## src/hw/dnc_config.svh

```systemverilog
/*
  Build-time sizes for the DNC read-vector datapath.
  Included by the package, the RTL that sizes addresses and the testbench.
  Change the maximum matrix sizes here and keep DNC_ADDR_SIZE large enough
  for DNC_MAX_N * DNC_MAX_W and DNC_MAX_R * DNC_MAX_N.
*/

`ifndef DNC_CONFIG_SVH
`define DNC_CONFIG_SVH

// Memory word and read-vector element width
`define DNC_DATA_SIZE 16

// Read weighting element, unsigned
`define DNC_WEIGHT_SIZE 8

// Largest rows, word slots and read heads
`define DNC_MAX_N 8
`define DNC_MAX_W 8
`define DNC_MAX_R 4

// Flattened store address, 64 entries
`define DNC_ADDR_SIZE 6

`endif

```

## src/hw/dnc_pkg.sv

```systemverilog
/*
  Shared types for the DNC read-vector subsystem.
  Widths come from the config header; modules import what they need.
*/

`default_nettype none

`include "dnc_config.svh"

package dnc_pkg;

  //////////////////////////////////////////////////
  // Size bookkeeping
  //////////////////////////////////////////////////

  // Largest of the three configured maxima
  localparam int MAX_NW   = (`DNC_MAX_N > `DNC_MAX_W) ? `DNC_MAX_N : `DNC_MAX_W;
  localparam int MAX_SIZE = (MAX_NW > `DNC_MAX_R) ? MAX_NW : `DNC_MAX_R;

  // Must hold the maximum itself, not just max-1
  localparam int COUNT_SIZE = $clog2(MAX_SIZE + 1);

  //////////////////////////////////////////////////
  // Types
  //////////////////////////////////////////////////

  // Memory word, also a read-vector element
  typedef logic [`DNC_DATA_SIZE-1:0]   data_t;
  // Weighting element
  typedef logic [`DNC_WEIGHT_SIZE-1:0] weight_t;
  // Matrix size or row/column index
  typedef logic [COUNT_SIZE-1:0]       count_t;
  // Flattened store address
  typedef logic [`DNC_ADDR_SIZE-1:0]   addr_t;

endpackage

`default_nettype wire

```

## src/hw/dnc_matrix_store.sv

```systemverilog
/*
  Matrix buffer for one operand of the read-vector product.
  One synchronous write port, one read port with a registered output.
  Read data shows up one cycle after the address.
  T selects the element type, so memory words and weights share this block.
*/

`default_nettype none

module dnc_matrix_store #(
  parameter type T     = logic,
  parameter int  DEPTH = 64
) (
  input  wire logic           CLK,

  // Write side, loader
  input  wire logic           wr_en,
  input  wire dnc_pkg::addr_t wr_addr,
  input  wire T               wr_data,

  // Read side, accumulator
  input  wire dnc_pkg::addr_t rd_addr,
  output T                    rd_data
);

  //////////////////////////////////////////////////
  // Storage
  //////////////////////////////////////////////////

  // Only the low bits of the shared address reach the array
  localparam int INDEX_SIZE = (DEPTH > 1) ? $clog2(DEPTH) : 1;

  T mem [DEPTH];

  logic [INDEX_SIZE-1:0] wr_index;
  logic [INDEX_SIZE-1:0] rd_index;

  assign wr_index = wr_addr[INDEX_SIZE-1:0];
  assign rd_index = rd_addr[INDEX_SIZE-1:0];

  //////////////////////////////////////////////////
  // Ports
  //////////////////////////////////////////////////

  // Write port
  always_ff @(posedge CLK) begin
    if (wr_en) begin
      mem[wr_index] <= wr_data;
    end
  end

  // Registered read, old data on a same-address write
  always_ff @(posedge CLK) begin
    rd_data <= mem[rd_index];
  end

endmodule

`default_nettype wire

```

## src/hw/dnc_read_loader.sv

```systemverilog
/*
  Producer side of the read-vector block.
  Latches R, N and W at START, then turns the strobed M and w streams into
  store writes. The two streams are tracked independently and may interleave.
  load_done pulses one cycle after the last element of both streams is written.
*/

`default_nettype none

`include "dnc_config.svh"

module dnc_read_loader (
  input  wire logic            CLK,
  input  wire logic            RST,

  input  wire logic            START,
  input  wire dnc_pkg::count_t SIZE_R_IN,
  input  wire dnc_pkg::count_t SIZE_N_IN,
  input  wire dnc_pkg::count_t SIZE_W_IN,

  // M stream, row-major
  input  wire logic            M_IN_J_ENABLE,
  input  wire logic            M_IN_K_ENABLE,
  input  wire dnc_pkg::data_t  M_IN,

  // w stream, head-major
  input  wire logic            W_IN_I_ENABLE,
  input  wire logic            W_IN_J_ENABLE,
  input  wire dnc_pkg::weight_t W_IN,

  // Store writes
  output logic                 m_wr_en,
  output dnc_pkg::addr_t       m_wr_addr,
  output dnc_pkg::data_t       m_wr_data,
  output logic                 w_wr_en,
  output dnc_pkg::addr_t       w_wr_addr,
  output dnc_pkg::weight_t     w_wr_data,

  // To the accumulator
  output logic                 load_done,
  output dnc_pkg::count_t      r_size,
  output dnc_pkg::count_t      n_size,
  output dnc_pkg::count_t      w_size
);

  import dnc_pkg::*;

  //////////////////////////////////////////////////
  // Declarations
  //////////////////////////////////////////////////

  // Element counts reach N*W, one bit more than an address
  localparam int ELEM_SIZE = `DNC_ADDR_SIZE + 1;

  typedef enum logic {LOAD_IDLE, LOAD_BUSY} load_state_t;

  load_state_t          state;

  // Row/column trackers, row starts at all ones
  count_t               m_row, m_col, w_head, w_row;
  count_t               m_row_cur, m_col_cur, w_head_cur, w_row_cur;

  logic [ELEM_SIZE-1:0] m_count, w_count;
  logic [ELEM_SIZE-1:0] m_count_next, w_count_next;
  logic [ELEM_SIZE-1:0] m_total, w_total;
  logic                 m_full, w_full;

  //////////////////////////////////////////////////
  // Element position and store writes
  //////////////////////////////////////////////////

  // Row start rides with the first element of the row
  assign m_row_cur  = M_IN_J_ENABLE ? count_t'(m_row + 1'b1) : m_row;
  assign m_col_cur  = M_IN_J_ENABLE ? '0 : m_col;
  assign w_head_cur = W_IN_I_ENABLE ? count_t'(w_head + 1'b1) : w_head;
  assign w_row_cur  = W_IN_I_ENABLE ? '0 : w_row;

  // Nothing is written while idle
  assign m_wr_en   = (state == LOAD_BUSY) && M_IN_K_ENABLE;
  assign m_wr_addr = addr_t'(m_row_cur) * addr_t'(`DNC_MAX_W) + addr_t'(m_col_cur);
  assign m_wr_data = M_IN;

  assign w_wr_en   = (state == LOAD_BUSY) && W_IN_J_ENABLE;
  assign w_wr_addr = addr_t'(w_head_cur) * addr_t'(`DNC_MAX_N) + addr_t'(w_row_cur);
  assign w_wr_data = W_IN;

  // Completion, counting this cycle's write
  assign m_total      = ELEM_SIZE'(n_size) * ELEM_SIZE'(w_size);
  assign w_total      = ELEM_SIZE'(r_size) * ELEM_SIZE'(n_size);
  assign m_count_next = m_count + ELEM_SIZE'(m_wr_en);
  assign w_count_next = w_count + ELEM_SIZE'(w_wr_en);
  assign m_full       = (m_count_next == m_total);
  assign w_full       = (w_count_next == w_total);

  //////////////////////////////////////////////////
  // Control
  //////////////////////////////////////////////////

  always_ff @(posedge CLK or posedge RST) begin
    if (RST) begin
      state     <= LOAD_IDLE;
      load_done <= 1'b0;
      r_size    <= '0;
      n_size    <= '0;
      w_size    <= '0;
      m_row     <= '0;
      m_col     <= '0;
      w_head    <= '0;
      w_row     <= '0;
      m_count   <= '0;
      w_count   <= '0;
    end else begin
      load_done <= 1'b0;
      case (state)
        LOAD_IDLE: begin
          if (START) begin
            r_size  <= SIZE_R_IN;
            n_size  <= SIZE_N_IN;
            w_size  <= SIZE_W_IN;
            // First row strobe wraps these to zero
            m_row   <= '1;
            w_head  <= '1;
            m_col   <= '0;
            w_row   <= '0;
            m_count <= '0;
            w_count <= '0;
            state   <= LOAD_BUSY;
          end
        end
        LOAD_BUSY: begin
          if (M_IN_K_ENABLE) begin
            m_row <= m_row_cur;
            m_col <= count_t'(m_col_cur + 1'b1);
          end
          if (W_IN_J_ENABLE) begin
            w_head <= w_head_cur;
            w_row  <= count_t'(w_row_cur + 1'b1);
          end
          m_count <= m_count_next;
          w_count <= w_count_next;
          // Both matrices complete
          if (m_full && w_full) begin
            load_done <= 1'b1;
            state     <= LOAD_IDLE;
          end
        end
        default: state <= LOAD_IDLE;
      endcase
    end
  end

endmodule

`default_nettype wire

```

## src/hw/dnc_read_accumulator.sv

```systemverilog
/*
  Consumer side of the read-vector block.
  After load_done, walks i (outer), k and j (inner), reading M(j,k) and w(i,j)
  one pair of addresses per cycle, and accumulates over j.
  Each r(i,k) leaves on R_OUT with R_OUT_K_ENABLE; READY follows the last one.
  First result arrives N+2 cycles after load_done, then one every N cycles.
*/

`default_nettype none

`include "dnc_config.svh"

module dnc_read_accumulator (
  input  wire logic             CLK,
  input  wire logic             RST,

  // From the loader
  input  wire logic             load_done,
  input  wire dnc_pkg::count_t  r_size,
  input  wire dnc_pkg::count_t  n_size,
  input  wire dnc_pkg::count_t  w_size,

  // Store read ports
  output dnc_pkg::addr_t        m_rd_addr,
  output dnc_pkg::addr_t        w_rd_addr,
  input  wire dnc_pkg::data_t   m_rd_data,
  input  wire dnc_pkg::weight_t w_rd_data,

  // Result stream
  output dnc_pkg::data_t        R_OUT,
  output logic                  R_OUT_I_ENABLE,
  output logic                  R_OUT_K_ENABLE,
  output logic                  READY
);

  import dnc_pkg::*;

  //////////////////////////////////////////////////
  // Declarations
  //////////////////////////////////////////////////

  // Address stage
  logic   running;
  count_t j_idx, k_idx, i_idx;
  logic   j_last, k_last, i_last;

  // Tags for the data coming back next cycle
  logic   tag_valid;
  logic   tag_first;
  logic   tag_last;
  logic   tag_head;
  logic   tag_final;

  // MAC stage
  data_t  acc;
  data_t  acc_base;
  data_t  sum;
  logic   final_out;

  //////////////////////////////////////////////////
  // Address stage
  //////////////////////////////////////////////////

  assign j_last = (j_idx == count_t'(n_size - 1'b1));
  assign k_last = (k_idx == count_t'(w_size - 1'b1));
  assign i_last = (i_idx == count_t'(r_size - 1'b1));

  // M(j,k) at j*MAX_W+k, w(i,j) at i*MAX_N+j
  assign m_rd_addr = addr_t'(j_idx) * addr_t'(`DNC_MAX_W) + addr_t'(k_idx);
  assign w_rd_addr = addr_t'(i_idx) * addr_t'(`DNC_MAX_N) + addr_t'(j_idx);

  // j inner, k middle, i outer
  always_ff @(posedge CLK or posedge RST) begin
    if (RST) begin
      running <= 1'b0;
      j_idx   <= '0;
      k_idx   <= '0;
      i_idx   <= '0;
    end else if (!running) begin
      if (load_done) begin
        running <= 1'b1;
        j_idx   <= '0;
        k_idx   <= '0;
        i_idx   <= '0;
      end
    end else if (!j_last) begin
      j_idx <= count_t'(j_idx + 1'b1);
    end else begin
      j_idx <= '0;
      if (!k_last) begin
        k_idx <= count_t'(k_idx + 1'b1);
      end else begin
        k_idx <= '0;
        if (!i_last) begin
          i_idx <= count_t'(i_idx + 1'b1);
        end else begin
          // Last read issued, pipeline drains on its own
          i_idx   <= '0;
          running <= 1'b0;
        end
      end
    end
  end

  //////////////////////////////////////////////////
  // Tag pipeline, matches the store read latency
  //////////////////////////////////////////////////

  always_ff @(posedge CLK or posedge RST) begin
    if (RST) begin
      tag_valid <= 1'b0;
      tag_first <= 1'b0;
      tag_last  <= 1'b0;
      tag_head  <= 1'b0;
      tag_final <= 1'b0;
    end else begin
      tag_valid <= running;
      tag_first <= (j_idx == '0);
      tag_last  <= j_last;
      tag_head  <= (k_idx == '0);
      tag_final <= j_last && k_last && i_last;
    end
  end

  //////////////////////////////////////////////////
  // Multiply-accumulate
  //////////////////////////////////////////////////

  // Fresh sum on row 0; wraps at the data width
  assign acc_base = tag_first ? '0 : acc;
  assign sum      = data_t'(acc_base + m_rd_data * w_rd_data);

  always_ff @(posedge CLK) begin
    if (tag_valid) begin
      acc <= sum;
    end
  end

  // Emit on the last row of each pair
  always_ff @(posedge CLK or posedge RST) begin
    if (RST) begin
      R_OUT          <= '0;
      R_OUT_I_ENABLE <= 1'b0;
      R_OUT_K_ENABLE <= 1'b0;
      final_out      <= 1'b0;
      READY          <= 1'b0;
    end else begin
      R_OUT_K_ENABLE <= tag_valid && tag_last;
      R_OUT_I_ENABLE <= tag_valid && tag_last && tag_head;
      final_out      <= tag_valid && tag_last && tag_final;
      // One cycle behind the final strobe
      READY          <= final_out;
      if (tag_valid && tag_last) begin
        R_OUT <= sum;
      end
    end
  end

endmodule

`default_nettype wire

```

## src/hw/dnc_read_vectors.sv

```systemverilog
/*
  DNC read vectors, r(i,k) = sum over j of M(j,k) * w(i,j).
  Loader fills a memory-word store and a weight store from the input streams,
  the accumulator then streams out r, k inner and i outer, and pulses READY.
  No back-pressure; START is honoured only when the block is idle.
*/

`default_nettype none

`include "dnc_config.svh"

module dnc_read_vectors (
  input  wire logic             CLK,
  input  wire logic             RST,

  // Control
  input  wire logic             START,
  output logic                  READY,

  input  wire logic             M_IN_J_ENABLE,
  input  wire logic             M_IN_K_ENABLE,
  input  wire logic             W_IN_I_ENABLE,
  input  wire logic             W_IN_J_ENABLE,
  output logic                  R_OUT_I_ENABLE,
  output logic                  R_OUT_K_ENABLE,

  // Data
  input  wire dnc_pkg::count_t  SIZE_R_IN,
  input  wire dnc_pkg::count_t  SIZE_N_IN,
  input  wire dnc_pkg::count_t  SIZE_W_IN,
  input  wire dnc_pkg::data_t   M_IN,
  input  wire dnc_pkg::weight_t W_IN,
  output dnc_pkg::data_t        R_OUT
);

  import dnc_pkg::*;

  //////////////////////////////////////////////////
  // Internal nets
  //////////////////////////////////////////////////

  // Loader to stores
  logic    m_wr_en, w_wr_en;
  addr_t   m_wr_addr, w_wr_addr;
  data_t   m_wr_data;
  weight_t w_wr_data;

  // Loader to accumulator
  logic    load_done;
  count_t  r_size, n_size, w_size;

  // Accumulator and stores
  addr_t   m_rd_addr, w_rd_addr;
  data_t   m_rd_data;
  weight_t w_rd_data;

  //////////////////////////////////////////////////
  // Instances
  //////////////////////////////////////////////////

  dnc_read_loader loader (
    .CLK(CLK), .RST(RST), .START(START),
    .SIZE_R_IN(SIZE_R_IN), .SIZE_N_IN(SIZE_N_IN), .SIZE_W_IN(SIZE_W_IN),
    .M_IN_J_ENABLE(M_IN_J_ENABLE), .M_IN_K_ENABLE(M_IN_K_ENABLE), .M_IN(M_IN),
    .W_IN_I_ENABLE(W_IN_I_ENABLE), .W_IN_J_ENABLE(W_IN_J_ENABLE), .W_IN(W_IN),
    .m_wr_en(m_wr_en), .m_wr_addr(m_wr_addr), .m_wr_data(m_wr_data),
    .w_wr_en(w_wr_en), .w_wr_addr(w_wr_addr), .w_wr_data(w_wr_data),
    .load_done(load_done), .r_size(r_size), .n_size(n_size), .w_size(w_size)
  );

  // M, N rows of MAX_W slots
  dnc_matrix_store #(.T(data_t), .DEPTH(`DNC_MAX_N * `DNC_MAX_W)) memory_store (
    .CLK(CLK),
    .wr_en(m_wr_en), .wr_addr(m_wr_addr), .wr_data(m_wr_data),
    .rd_addr(m_rd_addr), .rd_data(m_rd_data)
  );

  // w, R heads of MAX_N rows
  dnc_matrix_store #(.T(weight_t), .DEPTH(`DNC_MAX_R * `DNC_MAX_N)) weight_store (
    .CLK(CLK),
    .wr_en(w_wr_en), .wr_addr(w_wr_addr), .wr_data(w_wr_data),
    .rd_addr(w_rd_addr), .rd_data(w_rd_data)
  );

  dnc_read_accumulator accumulator (
    .CLK(CLK), .RST(RST), .load_done(load_done),
    .r_size(r_size), .n_size(n_size), .w_size(w_size),
    .m_rd_addr(m_rd_addr), .w_rd_addr(w_rd_addr),
    .m_rd_data(m_rd_data), .w_rd_data(w_rd_data),
    .R_OUT(R_OUT), .R_OUT_I_ENABLE(R_OUT_I_ENABLE),
    .R_OUT_K_ENABLE(R_OUT_K_ENABLE), .READY(READY)
  );

endmodule

`default_nettype wire

```

## config.mk

```make
export PLATFORM = sky130hd
export DESIGN_NAME = dnc_read_vectors
export DESIGN_NICKNAME = d
export VERILOG_FILES = /design/src/hw/dnc_pkg.sv /design/src/hw/dnc_matrix_store.sv /design/src/hw/dnc_read_loader.sv /design/src/hw/dnc_read_accumulator.sv /design/src/hw/dnc_read_vectors.sv
export VERILOG_INCLUDE_DIRS = /design/src /design/src/hw
export SDC_FILE = /design/constraint.sdc
export NUM_CORES = 2
export LEC_CHECK = 0
export BUFFER_PORTS_ARGS = -buffer_cell sky130_fd_sc_hd__buf_4
export CAP_MARGIN = 20
export CORE_MARGIN = 1
export CORE_UTILIZATION = 60
export DETAILED_ROUTE_END_ITERATION = 8
export PLACE_DENSITY = 0.75
export SYNTH_ARGS = -nofsm -noshare
export SYNTH_HDL_FRONTEND = slang
export SYNTH_HIERARCHICAL = 1
export SYNTH_SLANG_ARGS = --single-unit
```

## constraint.sdc

```tcl
create_clock -name CLK -period 7.2 [get_ports CLK]
set_clock_uncertainty 0.1 [all_clocks]
set_input_delay 1.08 -clock CLK [delete_from_list [all_inputs] [get_ports CLK]]
set_output_delay 1.08 -clock CLK [all_outputs]
set_load 0.05 [all_outputs]
```

==> summary.md <==
| Metric | Value |
|---|---|
| Outcome | `complete, no violations` |
| Cell count of the worst reg-to-reg path | `16` |
| Crit share post-route | `69.1%` |
| CP peak stage delay | `660 ps` |
| Min Clock Period, post-route | `4970 ps` |
| Combinational share of power | `44.0%` |
| Post-CTS setup buffers | `0` |
| Commonest cells after routing, fill and taps aside | `edfxtp_1 (1296), mux4_2 (300), nand2_1 (198), clkbuf_16 (141)` |
| Psw | `11.4 mW` |
| Die width | `316 um` |
| Setup Viol. Count Final | `0` |
| Crit path kind | `reg2reg` |
| Clock root buffer | `clkbuf_16` |
| Routed Antenna Nets | `0` |
| Die Area | `99700 um^2` |
| Max-slew headroom | `29.0%` |
| Global route total overflow | `0` |
| Max Clk Rate | `0.201 GHz` |
| Pint | `19.6 mW` |
| Synthesized instance count | `3206` |
| Flop pwr share | `33.4%` |
| Cts repair resizes | `0` |
| Crit path max-delay family | `adder cells` |
| Leakage | `21.6 nW` |
| Total Wirelength | `130 mm` |
| Net Sw Frac | `36.7%` |
| Critical path endpoint | `accumulator/acc[13]` |
| CP endpoint kind | `flip-flop` |
| Worst hold path class | `reg2reg` |
| Nets | `3511` |
| Drt first pass iters | `6` |
| Gp weighted congestion | `0.888` |
| Input/output buffers | `61` |
| Placed cell area | `60700 um^2` |
| DR iter-0 viols | `3421` |
| Routed vias | `30200` |
| Die Y | `316 um` |
| Initial Utilization | `60.8%` |
| IO Pins | `62` |
| Slew @ Worst Pin | `1060 ps` |
| Crit path required time | `7590 ps` |
| CP Launch Type | `flip-flop` |
| Crit Path Max Fanout | `16` |
| Fillers | `6054` |
| H-tree levels | `4` |
| GRT Overall Usage | `26.9%` |
| Design Area, Final | `65200 um^2` |
| R2R Setup Slk | `2230 ps` |
| Largest net degree at the start of global routing | `106` |
| Drt wl/cell | `27.7 um` |
| Syn_nets | `3400` |
| Peak supply drop | `1.47 mV` |
| Mapped Area | `59100 um^2` |
| Worst skew pair latency | `740 ps` |
| Most common cell after layout, fill and taps aside | `edfxtp_1` |
| Worst-path cell with the longest stage delay | `dfxtp_1` |
| Reg-to-reg endpoint | `accumulator/acc[13]` |
| Slew Limit Fails | `0` |
| Rows | `114` |
| Worst path arrival time | `5360 ps` |
| # DRC | `0` |
| Overall power | `31.0 mW` |
| CTS clk-pin slew, worst paths | `70 ps` |
| Post-CTS Hold Buffers | `0` |
| Synthesis-to-layout area growth | `10.3%` |
| Final hold vios | `0` |
| RSZ-0062 raised after global routing | `false` |
| Vias in the first global route | `30700` |
| Placed cell count | `4451` |
| Initial antenna violation count | `6` |
| Cell depth of the worst setup path | `16` |
| Setup tns final | `0 ps` |
| Layout cells sized above 1 | `21.3%` |
| CP dominant cell by count | `fa_1` |
| Global-route wire length before repair | `195 mm` |
| Clock Tree Buf Depth | `3` |
| Non-filler cells, final | `4710` |
| CTS Buf Count | `139` |
| Synth Warn # | `6` |
| Syn_area_per_cell | `18.4 um^2` |
| Min-Delay Startpoint | `accumulator/final_out` |
| Clock power share | `22.6%` |
| Buf+Inv Stages, Crit Path | `3` |
| Critical path, cell by cell | `nand2_1, fa_1, inv_1, fa_1, inv_1, fa_1, fa_1, inv_1, ha_1, o21a_1, o31a_1, o211ai_1, a21oi_1, o21ai_0, nor3b_1, nor2_1` |
| Core box area | `97100 um^2` |
| CTS tree | `built` |
| Final core utilization | `67.1%` |
| Max-cap violations | `0` |
| Pwr dens | `476 nW/um^2` |
| DP HPWL | `78.4 mm` |
| CTS Sinks | `1399` |
| Crit Reg-Reg Startpoint | `weight_store/rd_data[0]` |
| Post-DR vias/cell | `6.42` |
| Critical path startpoint | `weight_store/rd_data[0]` |
-- flip-flops by register name (all words and copies together), names as in the netlist, 2 cells and up --
| signal | flops |
|---|---|
| loader/r_size | 4 |
| loader/m_col | 4 |
| loader/w_row | 4 |
| loader/w_head | 2 |
| accumulator/acc | 16 |
| loader/m_row | 3 |
| memory_store/rd_data | 16 |
| accumulator/k_idx | 4 |
| weight_store/mem | 256 |
| loader/m_count | 7 |
| accumulator/R_OUT | 16 |
| loader/n_size | 4 |
| memory_store/mem | 1024 |
| weight_store/rd_data | 8 |
| accumulator/j_idx | 4 |
| accumulator/i_idx | 4 |
| loader/w_count | 7 |
| loader/w_size | 4 |
-- worst min path at each step --
stage	endpoint	slack, ps	cells past startpoint
after global routing	accumulator/READY	270	0
after detailed placement	accumulator/READY	250	0
after floorplan	accumulator/READY	230	0
after global placement	accumulator/READY	230	0
after CTS	accumulator/READY	260	0
final	accumulator/READY	260	0
-- layout make-up --
| class | count | area (um^2) | share of cell area (%) |
|---|---|---|---|
| inverter | 140 | 526 | 0.806 |
| tap | 1276 | 1600 | 2.45 |
| multi-input combinational | 1493 | 16100 | 24.7 |
| timing repair buffer | 144 | 1140 | 1.76 |
| clock inverter | 80 | 751 | 1.15 |
| sequential | 1399 | 41400 | 63.5 |
| clock buffer | 177 | 3670 | 5.64 |
| antenna | 1 | 2.50 | 0.00384 |
-- layer usage --
layer	wire [um]	up-vias	part of all wire (%)	GRT usage, %
li1	-	12700	-	-
met1	50600	15800	39	37.6
met2	64900	1484	50	43.9
met3	11100	258	8.5	4.59
met4	3720	4	2.9	8.75
met5	34	-	0.026	0
-- power groups by stage --
stage	Sequential [mW]	Combinational, mW	Clock [mW]
after floorplan	10.3	10.5	0
after global placement	10.5	13.1	0
after detailed placement	10.5	13.6	0
after CTS	10.4	13.6	7.12
after global routing	10.4	15.2	7.41
final	10.4	13.6	7.01
-- through the flow --
stage	setup slack [ps]	hold WS [ps]
2_1_floorplan	2660	231
3_5_place_dp	2300	253
6_report	2230	259
3_3_place_gp	2410	233
4_1_cts	2280	263
5_1_grt	1990	274
No activity file was read; power rests on OpenSTA's default activity.
